$ cat config.mk
export PLATFORM = sky130hd
export DESIGN_NAME = byte_tx_top
export DESIGN_NICKNAME = d
export VERILOG_FILES = /design/src/design/uart_pkg.sv /design/src/design/byte_stream_pkg.sv /design/src/design/fifo_rd_if.sv /design/src/design/fifo_wr_if.sv /design/src/design/byte_tx_top.sv /design/src/design/uart_tx_serializer.sv /design/src/design/sync_fifo.sv /design/src/design/byte_intake.sv
export SDC_FILE = /design/constraint.sdc
export NUM_CORES = 1
export LEC_CHECK = 0
export BUFFER_PORTS_ARGS = -buffer_cell sky130_fd_sc_hd__clkbuf_2
export CORE_ASPECT_RATIO = 1.1
export CORE_MARGIN = 2
export CORE_UTILIZATION = 40
export CTS_BUF_LIST = sky130_fd_sc_hd__clkbuf_8 sky130_fd_sc_hd__clkbuf_16
export CTS_CLUSTER_DIAMETER = 100
export CTS_CLUSTER_SIZE = 28
export DETAILED_ROUTE_END_ITERATION = 7
export RECOVER_POWER = 25
export SYNTH_ARGS = -nofsm -noshare
export SYNTH_HDL_FRONTEND = slang
export SYNTH_SLANG_ARGS = --single-unit
export TNS_END_PERCENT = 10
$ cat constraint.sdc
create_clock -name clk -period 6.6 [get_ports clk]
set_input_delay 0.66 -clock clk [delete_from_list [all_inputs] [get_ports clk]]
set_output_delay 0.66 -clock clk [all_outputs]
set_load 0.02 [all_outputs]
$ cat src/design/uart_pkg.sv
// Frame layout and FSM encoding of the UART transmitter
package uart_pkg;

    // Data bits per frame, sent LSB first
    localparam int DATA_BITS = 8;

    // Index of one data bit within the frame
    typedef logic [$clog2(DATA_BITS)-1:0] bit_idx_t;

    // Last data bit before the stop bit
    localparam bit_idx_t LAST_BIT_IDX = bit_idx_t'(DATA_BITS - 1);

    // Serializer FSM states
    typedef enum logic [2:0] {
        IDLE,  // Line high, waiting for data
        FETCH, // Popped byte arrives from the RAM
        START, // Start bit, line low
        DATA,  // Data bits
        STOP   // Stop bit, line high
    } tx_state_t;

endpackage

$ cat src/design/byte_stream_pkg.sv
// Types shared along the byte path, intake to FIFO to serializer
package byte_stream_pkg;

    // Payload width of one link byte
    localparam int BYTE_W = 8;

    // Width of the overflow counter
    localparam int DROP_CNT_W = 16;

    // One data byte as it moves through the buffer
    typedef logic [BYTE_W-1:0] byte_t;

    // Saturating count of bytes lost to a full FIFO
    typedef logic [DROP_CNT_W-1:0] drop_cnt_t;

    // Saturation point of the drop counter
    localparam drop_cnt_t DROP_CNT_MAX = '1;

    // Fill levels depend on DEPTH and are typed inside the FIFO

endpackage
$ cat src/design/fifo_rd_if.sv
`timescale 1ns/1ps

// Read side of the FIFO, FIFO to serializer
interface fifo_rd_if;
    import byte_stream_pkg::*;

    logic  pop;          // One-cycle read strobe
    byte_t data;         // Registered read byte, valid a cycle after pop
    logic  empty;        // Nothing stored
    logic  almost_empty; // Level at or below threshold

    // FIFO side
    modport src (input pop, output data, output empty, output almost_empty);

    // Serializer side
    modport sink (output pop, input data, input empty, input almost_empty);

endinterface

$ cat src/design/fifo_wr_if.sv
`timescale 1ns/1ps

// Write side of the FIFO, intake to FIFO
interface fifo_wr_if;
    import byte_stream_pkg::*;

    byte_t data;       // Byte to store
    logic  push;       // One-cycle write strobe
    logic  full;       // No room left
    logic  almost_full; // Level at or above threshold

    // Intake side
    modport src (output data, output push, input full, input almost_full);

    // FIFO side
    modport sink (input data, input push, output full, output almost_full);

endinterface

$ cat src/design/byte_tx_top.sv
`timescale 1ns/1ps

// Byte transmit buffer, intake, FIFO and UART serializer
module byte_tx_top #(
    parameter int DEPTH        = 16, // FIFO entries
    parameter int AF_LEVEL     = 12, // almost_full threshold
    parameter int AE_LEVEL     = 2,  // almost_empty threshold
    parameter int CLKS_PER_BIT = 4   // UART bit period in clocks
) (
    input  logic                       clk,
    input  logic                       rst,          // Active low, synchronous
    input  logic                       in_valid,     // Byte strobe
    input  byte_stream_pkg::byte_t     in_data,
    output logic                       tx,           // UART line
    output logic                       full,
    output logic                       almost_full,
    output logic                       empty,
    output logic                       almost_empty,
    output byte_stream_pkg::drop_cnt_t drop_count    // Overflow bytes
);

    fifo_wr_if wr_bus (); // Intake to FIFO
    fifo_rd_if rd_bus (); // FIFO to serializer

    byte_intake u_intake (
        .clk        (clk),
        .rst        (rst),
        .in_valid   (in_valid),
        .in_data    (in_data),
        .wr         (wr_bus.src),
        .drop_count (drop_count)
    );

    sync_fifo #(
        .DEPTH    (DEPTH),
        .AF_LEVEL (AF_LEVEL),
        .AE_LEVEL (AE_LEVEL)
    ) u_fifo (
        .clk (clk),
        .rst (rst),
        .wr  (wr_bus.sink),
        .rd  (rd_bus.src)
    );

    uart_tx_serializer #(
        .CLKS_PER_BIT (CLKS_PER_BIT)
    ) u_serializer (
        .clk (clk),
        .rst (rst),
        .rd  (rd_bus.sink),
        .tx  (tx)
    );

    // Status flags out to pins
    assign full         = wr_bus.full;
    assign almost_full  = wr_bus.almost_full;
    assign empty        = rd_bus.empty;
    assign almost_empty = rd_bus.almost_empty;

endmodule

$ cat src/design/uart_tx_serializer.sv
`timescale 1ns/1ps

// Drains the FIFO one byte at a time into 8N1 UART frames
module uart_tx_serializer #(
    parameter int CLKS_PER_BIT = 4 // Clock cycles per line bit
) (
    input  logic clk,
    input  logic rst, // Active low, synchronous
    fifo_rd_if.sink rd,
    output logic tx   // Serial line, idles high
);
    import byte_stream_pkg::*;
    import uart_pkg::*;

    localparam int CNT_W = (CLKS_PER_BIT > 1) ? $clog2(CLKS_PER_BIT) : 1;

    typedef logic [CNT_W-1:0] cnt_t;

    localparam cnt_t LAST_CNT = cnt_t'(CLKS_PER_BIT - 1);

    tx_state_t state;
    tx_state_t state_nxt;
    cnt_t      clk_cnt;  // Cycles spent in the current bit
    bit_idx_t  bit_idx;  // Data bit on the line
    byte_t     shift_q;  // Frame payload, LSB goes out first
    logic      bit_end;  // Last cycle of a bit period

    assign bit_end = (clk_cnt == LAST_CNT);

    // Pop while idle and data waits, byte lands in FETCH
    assign rd.pop = (state == IDLE) && !rd.empty;

    always_comb begin
        state_nxt = state;
        case (state)
            IDLE:  if (!rd.empty) state_nxt = FETCH;
            FETCH: state_nxt = START; // Read data valid this cycle
            START: if (bit_end) state_nxt = DATA;
            DATA:  if (bit_end && bit_idx == LAST_BIT_IDX) state_nxt = STOP;
            STOP:  if (bit_end) state_nxt = IDLE;
            default: state_nxt = IDLE;
        endcase
    end

    always_ff @(posedge clk) begin
        if (!rst) begin
            state <= IDLE;
        end else begin
            state <= state_nxt;
        end
    end

    // Bit period timer, runs only inside the frame
    always_ff @(posedge clk) begin
        if (!rst) begin
            clk_cnt <= '0;
        end else if (state == START || state == DATA || state == STOP) begin
            clk_cnt <= bit_end ? '0 : clk_cnt + 1'b1;
        end else begin
            clk_cnt <= '0;
        end
    end

    // Data bit index
    always_ff @(posedge clk) begin
        if (!rst) begin
            bit_idx <= '0;
        end else if (state == DATA) begin
            if (bit_end) begin
                bit_idx <= bit_idx + 1'b1; // Wraps to 0 after the last bit
            end
        end else begin
            bit_idx <= '0;
        end
    end

    // Payload shift register
    always_ff @(posedge clk) begin
        if (state == FETCH) begin
            shift_q <= rd.data;                // Latch popped byte
        end else if (state == DATA && bit_end) begin
            shift_q <= {1'b0, shift_q[BYTE_W-1:1]}; // Next bit to LSB
        end
    end

    // Line level by state
    always_comb begin
        case (state)
            START:   tx = 1'b0;
            DATA:    tx = shift_q[0];
            default: tx = 1'b1; // IDLE, FETCH and STOP
        endcase
    end

endmodule

$ cat src/design/sync_fifo.sv
`timescale 1ns/1ps

// Single-clock RAM FIFO with level-based flags
module sync_fifo #(
    parameter int DEPTH    = 16, // Entries
    parameter int AF_LEVEL = 12, // almost_full at or above this level
    parameter int AE_LEVEL = 2   // almost_empty at or below this level
) (
    input  logic clk,
    input  logic rst,  // Active low, synchronous
    fifo_wr_if.sink wr,
    fifo_rd_if.src  rd
);
    import byte_stream_pkg::*;

    localparam int ADDR_W = (DEPTH > 1) ? $clog2(DEPTH) : 1;

    typedef logic [ADDR_W-1:0] addr_t;
    typedef logic [ADDR_W:0]   level_t; // One bit wider, holds DEPTH itself

    localparam addr_t  LAST_ADDR = addr_t'(DEPTH - 1);
    localparam level_t FULL_LVL  = level_t'(DEPTH);
    localparam level_t AF_LVL    = level_t'(AF_LEVEL);
    localparam level_t AE_LVL    = level_t'(AE_LEVEL);

    byte_t  mem [DEPTH];   // Storage, inferred as block RAM
    byte_t  rd_data_q;     // Registered read port
    addr_t  wr_addr;
    addr_t  rd_addr;
    level_t level;         // Entries currently held
    logic   pop_ok;        // Pop that actually removes an entry

    // Empty pop ignored, write side trusts the intake
    assign pop_ok = rd.pop && !rd.empty;

    // Write port, no full check here
    always_ff @(posedge clk) begin
        if (wr.push) begin
            mem[wr_addr] <= wr.data;
        end
    end

    // Read port on the rising edge, held until the next pop
    always_ff @(posedge clk) begin
        if (pop_ok) begin
            rd_data_q <= mem[rd_addr];
        end
    end

    // Addresses wrap at DEPTH, also for non power of two depths
    always_ff @(posedge clk) begin
        if (!rst) begin
            wr_addr <= '0;
            rd_addr <= '0;
        end else begin
            if (wr.push) begin
                wr_addr <= (wr_addr == LAST_ADDR) ? '0 : wr_addr + 1'b1;
            end
            if (pop_ok) begin
                rd_addr <= (rd_addr == LAST_ADDR) ? '0 : rd_addr + 1'b1;
            end
        end
    end

    // Fill level, unchanged on simultaneous push and pop
    always_ff @(posedge clk) begin
        if (!rst) begin
            level <= '0;
        end else begin
            case ({wr.push, pop_ok})
                2'b10:   level <= level + 1'b1;
                2'b01:   level <= level - 1'b1;
                default: level <= level;
            endcase
        end
    end

    // Flags straight from the level
    assign wr.full         = (level == FULL_LVL);
    assign wr.almost_full  = (level >= AF_LVL);
    assign rd.empty        = (level == '0);
    assign rd.almost_empty = (level <= AE_LVL);

    assign rd.data = rd_data_q;

endmodule

$ cat src/design/byte_intake.sv
`timescale 1ns/1ps

// Admits bytes while the FIFO has room, counts the rest
module byte_intake (
    input  logic                       clk,
    input  logic                       rst,        // Active low, synchronous
    input  logic                       in_valid,   // Byte strobe from the source
    input  byte_stream_pkg::byte_t     in_data,
    fifo_wr_if.src                     wr,
    output byte_stream_pkg::drop_cnt_t drop_count  // Bytes lost to overflow
);
    import byte_stream_pkg::*;

    logic accept; // Byte goes into the FIFO this cycle
    logic reject; // Byte offered against a full FIFO
    logic at_max; // Counter pinned at its top

    // Only write-side full check in the design
    assign accept = in_valid && !wr.full;
    assign reject = in_valid && wr.full;

    // Same-cycle forward, FIFO level follows on the next edge
    assign wr.push = accept;
    assign wr.data = in_data; // Sampled by the FIFO only on push

    assign at_max = (drop_count == DROP_CNT_MAX);

    // Saturating drop counter
    always_ff @(posedge clk) begin
        if (!rst) begin
            drop_count <= '0;
        end else if (reject && !at_max) begin
            drop_count <= drop_count + 1'b1; // One more lost byte
        end
    end

endmodule

# Word level (Yosys, flattened, before mapping)
# Memories as Yosys holds them, arrays and structs flattened. A register that Yosys moved wholly into a read port is not among the register bits.
# Index checks and enable logic that the tools add are counted.
dict set report word_totals {
  ramBits 128
  memories 1
  register_bits 45
  romBits 0
  wordCells 68
  latchBits 0
}
dict set report classes {
  div 0
  n_shift 0
  n_addsub 7
  mul 0
  eq_ne 16
  bitwise_logic 2
  reduce_logical 19
  n_lt_le_gt_ge 2
  mux 13
}
# memory words width read_ports rd_ports_with_merged_regs wr line_no
set mem_list {}
lappend mem_list {u_fifo.mem 16 8 1 1 1 sync_fifo.sv:26} ;# byte_t mem [DEPTH];
# operator n
set ops {}
lappend ops {{adder 16 x 1 -> 16 bit, second input constant} 1}
lappend ops {{== test 16 bit, second input constant} 1}
lappend ops {{2-to-1 mux 8 bit} 2}
lappend ops {{case mux 3 bit (5 select lines)} 1}
lappend ops {{2-to-1 mux 3 bit} 4}
lappend ops {{case mux 5 bit (2 select lines)} 1}
lappend ops {{adder 4 x 1 -> 4 bit, second input constant} 2}
lappend ops {{== test 4 bit, second input constant} 2}
lappend ops {{2-to-1 mux 4 bit} 2}
lappend ops {{logical AND 1 bit} 7}
lappend ops {{== test 3 x 2 -> 1 bit, second input constant} 2}
lappend ops {{== test 3 bit, second input constant} 2}
lappend ops {{inequality test 2 x 1 -> 1 bit, second input constant} 3}
lappend ops {{adder 5 x 1 -> 5 bit, second input constant} 1}
lappend ops {{== test 5 bit, second input constant} 1}
lappend ops {{>= comparator 5 x 4 -> 1 bit, second input constant} 1}
lappend ops {{<= comparator 5 x 2 -> 1 bit, second input constant} 1}
lappend ops {{zero test 5 bit} 1}
lappend ops {{subtractor 5 x 1 -> 5 bit, second input constant} 1}
lappend ops {{== test 2 bit, second input constant} 2}
lappend ops {{AND reduction 4 bit} 1}
lappend ops {{nonzero test 2 bit} 2}
lappend ops {{adder 3 x 1 -> 3 bit, second input constant} 1}
lappend ops {{== test 3 x 1 -> 1 bit, second input constant} 1}
lappend ops {{other kinds (11)} 16}

# Depth between registers and ports, before layout
dict set report logic_depth {
  word_depth 6
  depth_mapped 12
}

# Modules after synthesis
# From an unflattened synthesis, not the netlist that was laid out.
dict set report unflattened {
  cells_unflattened 482
  hier_area_um2 7807.5
}
# module seq_area_each_um2 area_per_inst_um2 cells_each n_inst
set modules_own_cells {}
lappend modules_own_cells {sync_fifo 4344.2 6047.0 317 1}
lappend modules_own_cells {byte_intake 320.3 980.9 104 1}
lappend modules_own_cells {uart_tx_serializer 400.4 779.5 61 1}

# Worst setup path before layout
# OpenSTA, ideal clock, no wires.
dict set report synth_timing {
  kind {register to register}
  startpoint {register u_fifo.level[0]}
  endpoint {register u_fifo.level[4]}
  synth_period_minus_slack_ns 3.436
  stages_incl_launch_ff 11
  n_path_buf 0
  slack_ns 3.164
  arrival_time_ns 3.308
  path_cell_list {dfxtp_1 > nor4_4 > a2111oi_2 > ha_1 > xor2_1 > ha_1 > a211o_2 > a211o_1 > a31oi_1 > xnor2_1 > nor2_1}
}
dict set report synth_via {
  elab_chain_len 6
  word_cells_on_any_way 13
  cone_classes {add/sub: 2; eq/ne: 3; mux: 1; reduce/logical: 7}
}
# item line_no
set synth_lines {}
lappend synth_lines {{from (decl)} sync_fifo.sv:30} ;# level_t level;
lappend synth_lines {{from (signal assigned)} sync_fifo.sv:71} ;# 2'b10: level <= level + 1'b1;
lappend synth_lines {{from (signal assigned)} sync_fifo.sv:72} ;# 2'b01: level <= level - 1'b1;
lappend synth_lines {{from (signal assigned)} sync_fifo.sv:73} ;# default: level <= level;
lappend synth_lines {{zero test 5 bit *} sync_fifo.sv:81} ;# assign rd.empty = (level == '0);
lappend synth_lines {{zero test 1 bit *} {uart_tx_serializer.sv:31, sync_fifo.sv:34}}
lappend synth_lines {{logical AND 1 bit} uart_tx_serializer.sv:31} ;# assign rd.pop = (state == IDLE) && !rd.empty;
lappend synth_lines {{logical AND 1 bit *} sync_fifo.sv:34} ;# assign pop_ok = rd.pop && !rd.empty;
lappend synth_lines {{named net u_fifo.pop_ok} sync_fifo.sv:31} ;# logic pop_ok;
lappend synth_lines {{== test 2 x 1 -> 1 bit / == test 2 bit (equally long branches)} sync_fifo.sv:70} ;# case ({wr.push, pop_ok})
lappend synth_lines {{case mux 5 bit (2 select lines) / nonzero test 2 bit (equally long branches)} n/a}
# The timed path passes the listed nets; every way through them passes the cells marked *.
# A chain may end at the register's enable or synchronous reset.

# Worst setup path after layout
dict set report layout_timing {
  startpoint {register u_fifo.level[1]}
  endpoint {register u_fifo.level[4]}
}
# Same word-level chain as after synthesis.

==> run_results.csv <==
group,metric,value,unit
setup_path,crit_buf_inv,0,
setup_path,rr_worst_depth,10,
setup_path,crit_family,"compound AO/OA/AOI/OAI gates",
sta,slew_headroom,25.9,%
synthesis,synth.avg_cell_area,15.6,µm²
global_routing,grt_usage,15.1,%
floorplan,ios,32,
synthesis,syn_nets,505,
sta,fin_skew,0.00822,ns
drt,drt_pre_antenna_iters,4,
min_path,whs_endpoint,"u_serializer.clk_cnt[0]",
clock_network,cts_tree,"done",
clock_network,post_cts_buffers,0,
floorplan,die_area,19900,µm²
global_routing,grt_max_degree,38,
clock_network,clock-sinks,181,
floorplan,chipHeight,148,µm
pwr,seq_power_share,45.3,%
min_path,hold_path.class,"flop to flop",
floorplan,die_w,135,µm
floorplan,rows,52,
synthesis,ys_async_sr_fraction,0,%
final_layout,syn_to_final_growth,12.8,%
sta,fmax,281,MHz
drt,wl_per_cell,18.5,µm
synthesis,synth_fa_ha_area_share,2.16,%
placement,hpwlAfterDp,8.95,mm
pwr,sw_frac_of_total,29.0,%
setup_path,worstSetupPathType,"flop to flop",
clock_network,htree_levels,4,
drt,drc,0,
setup_path,arrival,3.83,ns
drt,met3WireLength,426,µm
setup_path,required,6.87,ns
floorplan,initial_utilization,40.9,%
synthesis,synth_top_family_by_area,"multiplexers",
pwr,pwr-share-comb,23.5,%
final_layout,final_layout_size_suffix_gt1_share,21.1,%
setup_path,critPathMaxFanout,15,
synthesis,yosysTopAreaCellShare,57.5,%
synthesis,muxShareOfSynthArea,12.5,%
clock_network,postCtsHoldBufs,0,
synthesis,yosys.area_share.simple,8.30,%
setup_path,max_stage_delay,0.97,ns
drt,highest_layer,"met4",
min_path,holdPathStages,1,
synthesis,synth_xor_area_share,1.86,%
pwr,p_switching,0.920,mW
clock_network,cts-root-buf,"clkbuf_16",
synthesis,yosysMostFrequentCell,"edfxtp_1",
sta,fin_crit_sh,53.8,%
synthesis,ys_ff_latch,181,
drt,wl_met1,6.41,mm
sta,layout_min_cycle_time,3.55,ns
final_layout,nets,535,
clock_network,postCtsResizedCells,0,
min_path,min_from,"u_serializer.clk_cnt[0]",
final_layout,finish.instance_area,8480,µm²
final_layout,n_fill_cell,1599,
drt,wl_met2,7.11,mm
setup_path,r2r_end,"u_fifo.level[4]",
drt,detail-route-antenna-nets,0,
placement,gp_congestion,0.803,
final_layout,stdcell_count,765,
sta,fin_setup_tns,0,ns
sta,setup_viol,0,
drt,vias,4037,
final_layout,antenna_cells,0,
global_routing,grt_pass1_wl,22.5,mm
sta,hold_viol,0,
synthesis,synth_area_leaders,"edfxtp_1 (57%), dfxtp_1 (9.8%), mux4_2 (9.6%)",
global_routing,antenna_found_initial,0,
synthesis,synth_area_leader_cell,"edfxtp_1",
clock_network,cts_buffers,17,
synthesis,netlist_instances,481,
clock_network,clock_path_buffers,2,
drt,drt_wl_total,14.1,mm
synthesis,synth_cell_types,52,
setup_path,crit_path_start_kind,"flop",
placement,dpl_cell_area,7910,µm²
setup_path,crit_chain,"nor4_4 -> a2111oi_4 -> ha_1 -> xor2_1 -> ha_1 -> a211o_2 -> a211o_1 -> a31oi_1 -> xnor2_1 -> nor2_1",
drt,drt_iter0_drc,311,
setup_path,r2r_start,"u_fifo.level[1]",
synthesis,syn_area,7520,µm²
global_routing,overflow,0,
global_routing,grt_pass1_vias,4131,
pwr,power_leakage,2.76,nW
outcome,status,"finished clean",
synthesis,synth_edf_count,144,
drt,via_per_inst,5.28,
setup_path,crit_path_end_kind,"flop",
placement,port_buffers,31,
clock_network,clk_latency,0.43,ns
synthesis,yosysSeqAreaShare,67.3,%
job,maxCapViolCount,0,
pwr,irDropWorstVdd,0.266,mV
pwr,p_int,2.25,mW
setup_path,cpMaxStageDelayCell,"a2111oi_4",
sta,rsz0062_at_grt,"no",
pwr,power-per-cell-area,374,nW/µm²
synthesis,synth_ff_type,"edfxtp_1",
sta,slew_violations,0,
setup_path,reg2reg_slack,3.05,ns
synthesis,synth_commonest_cells,"edfxtp_1 (144), nor2_1 (45), dfxtp_1 (37)",
pwr,power_frac_clock,31.3,%
clock_network,path_clk_slew,0.06,ns
setup_path,cp_common_cell,"ha_1",
sta,tightest_slew,1.11,ns
placement,dp_cells,735,
synthesis,yosys_warnings,0,
floorplan,core_area,18400,µm²
synthesis,synth_compound_area_share,5.74,%
power by group through the flow:
stage | Combinational (mW) | Sequential (mW) | Clock, mW
final | 0.744 | 1.44 | 0.991
after global routing | 0.822 | 1.45 | 1.06
after CTS | 0.756 | 1.44 | 1.01
after detailed placement | 0.754 | 1.46 | 0
after global placement | 0.735 | 1.45 | 0
after floorplan | 0.605 | 1.41 | 0
layout make-up:
type | instances | area, µm² | share of cell area [%]
clock buffers | 17 | 425 | 5.01
clock inverters | 13 | 153 | 1.80
inverters | 8 | 30.0 | 0.354
multi-input cells | 266 | 2310 | 27.2
flip-flops and latches | 181 | 5070 | 59.7
well taps | 243 | 304 | 3.58
repair buffers | 37 | 193 | 2.27
flip-flops by register name, summed over array words and instances (netlist names), 3 cells and up:
| register | cells |
|---|---|
| u_serializer.state | 3 |
| u_fifo.mem | 128 |
| u_intake.drop_count | 16 |
| u_serializer.bit_idx | 3 |
| u_serializer.shift_q | 8 |
| u_fifo.wr_addr | 4 |
| u_fifo.level | 5 |
| u_fifo.rd_addr | 4 |
| u_fifo.rd.data | 8 |
logic make-up after synthesis:
logic type | Yosys count
DFF | 181
adders and majority gates | 13
muxes | 53
buffers and inverters | 34
xor gates and xnor gates | 16
AOI/OAI and AO/OA | 62
and+or+nand+nor | 122
per-stage QoR:
| stage | hold slack [ns] | setup WS [ns] | power (mW) | utilization [%] |
|---|---|---|---|---|
| 6_report | 0.441 | 3.05 | 3.17 | 46.1 |
| 5_1_grt | 0.451 | 2.83 | 3.33 | 46.1 |
| 2_1_floorplan | 0.407 | 3.16 | 2.01 | - |
| 3_5_place_dp | 0.430 | 3.07 | 2.21 | 43.0 |
| 4_1_cts | 0.441 | 3.06 | 3.21 | 46.1 |
| 3_3_place_gp | 0.419 | 3.17 | 2.19 | 43.0 |
per-layer routing:
metal / track usage (%) / vias up
met5: 0 / -
met4: 4.42 / 0
met3: 3.70 / 15
met2: 25.6 / 65
met1: 19.3 / 2033
li1: - / 1924
how the worst max path moves through the flow:
stage	startpoint	endpoint	slack, ns	cells after the start
4_1_cts	u_fifo.level[1]	u_fifo.level[4]	3.06	10
5_1_grt	u_fifo.level[2]	u_fifo.level[4]	2.83	10
3_5_place_dp	u_fifo.level[1]	u_fifo.level[4]	3.07	10
3_3_place_gp	u_fifo.level[1]	u_fifo.level[4]	3.17	10
2_1_floorplan	u_fifo.level[0]	u_fifo.level[4]	3.16	10
6_report	u_fifo.level[1]	u_fifo.level[4]	3.05	10
cells in the final DEF, fill, tap and decap left out, drive strengths merged, types with 3 or more instances in the layout:
cell / synthesis / routed
nand4: 6 / 6
and2: 6 / 6
nor4: 4 / 4
a31oi: 4 / 4
edfxtp: 144 / 144
ha: 13 / 13
o211ai: 5 / 5
dfxtp: 37 / 37
and4: 3 / 3
buf: 9 / 6
inv: 8 / 13
clkbuf: 17 / 48
nand3: 9 / 9
clkinvlp: 0 / 3
or4: 4 / 4
a2111oi: 3 / 3
a21oi: 19 / 19
nor3: 5 / 5
mux2i: 14 / 14
nand2b: 4 / 4
xor2: 13 / 13
o2111ai: 4 / 4
o21ai: 5 / 5
nor2b: 8 / 8
clkinv: 0 / 3
or3: 4 / 4
nand2: 19 / 19
xnor2: 3 / 3
mux4: 32 / 32
mux2: 7 / 7
a211oi: 8 / 8
nor2: 45 / 45
worst register-to-register path, delay by kind of cell (launching register included):
family,cells,cell delay [ns]
and+or+nand+nor,2,0.18
DFF,1,0.53
adders and majority gates,2,0.66
AOI/OAI and AO/OA,4,1.77
xor gates and xnor gates,2,0.25
No activity file was read; power rests on OpenSTA's default activity.
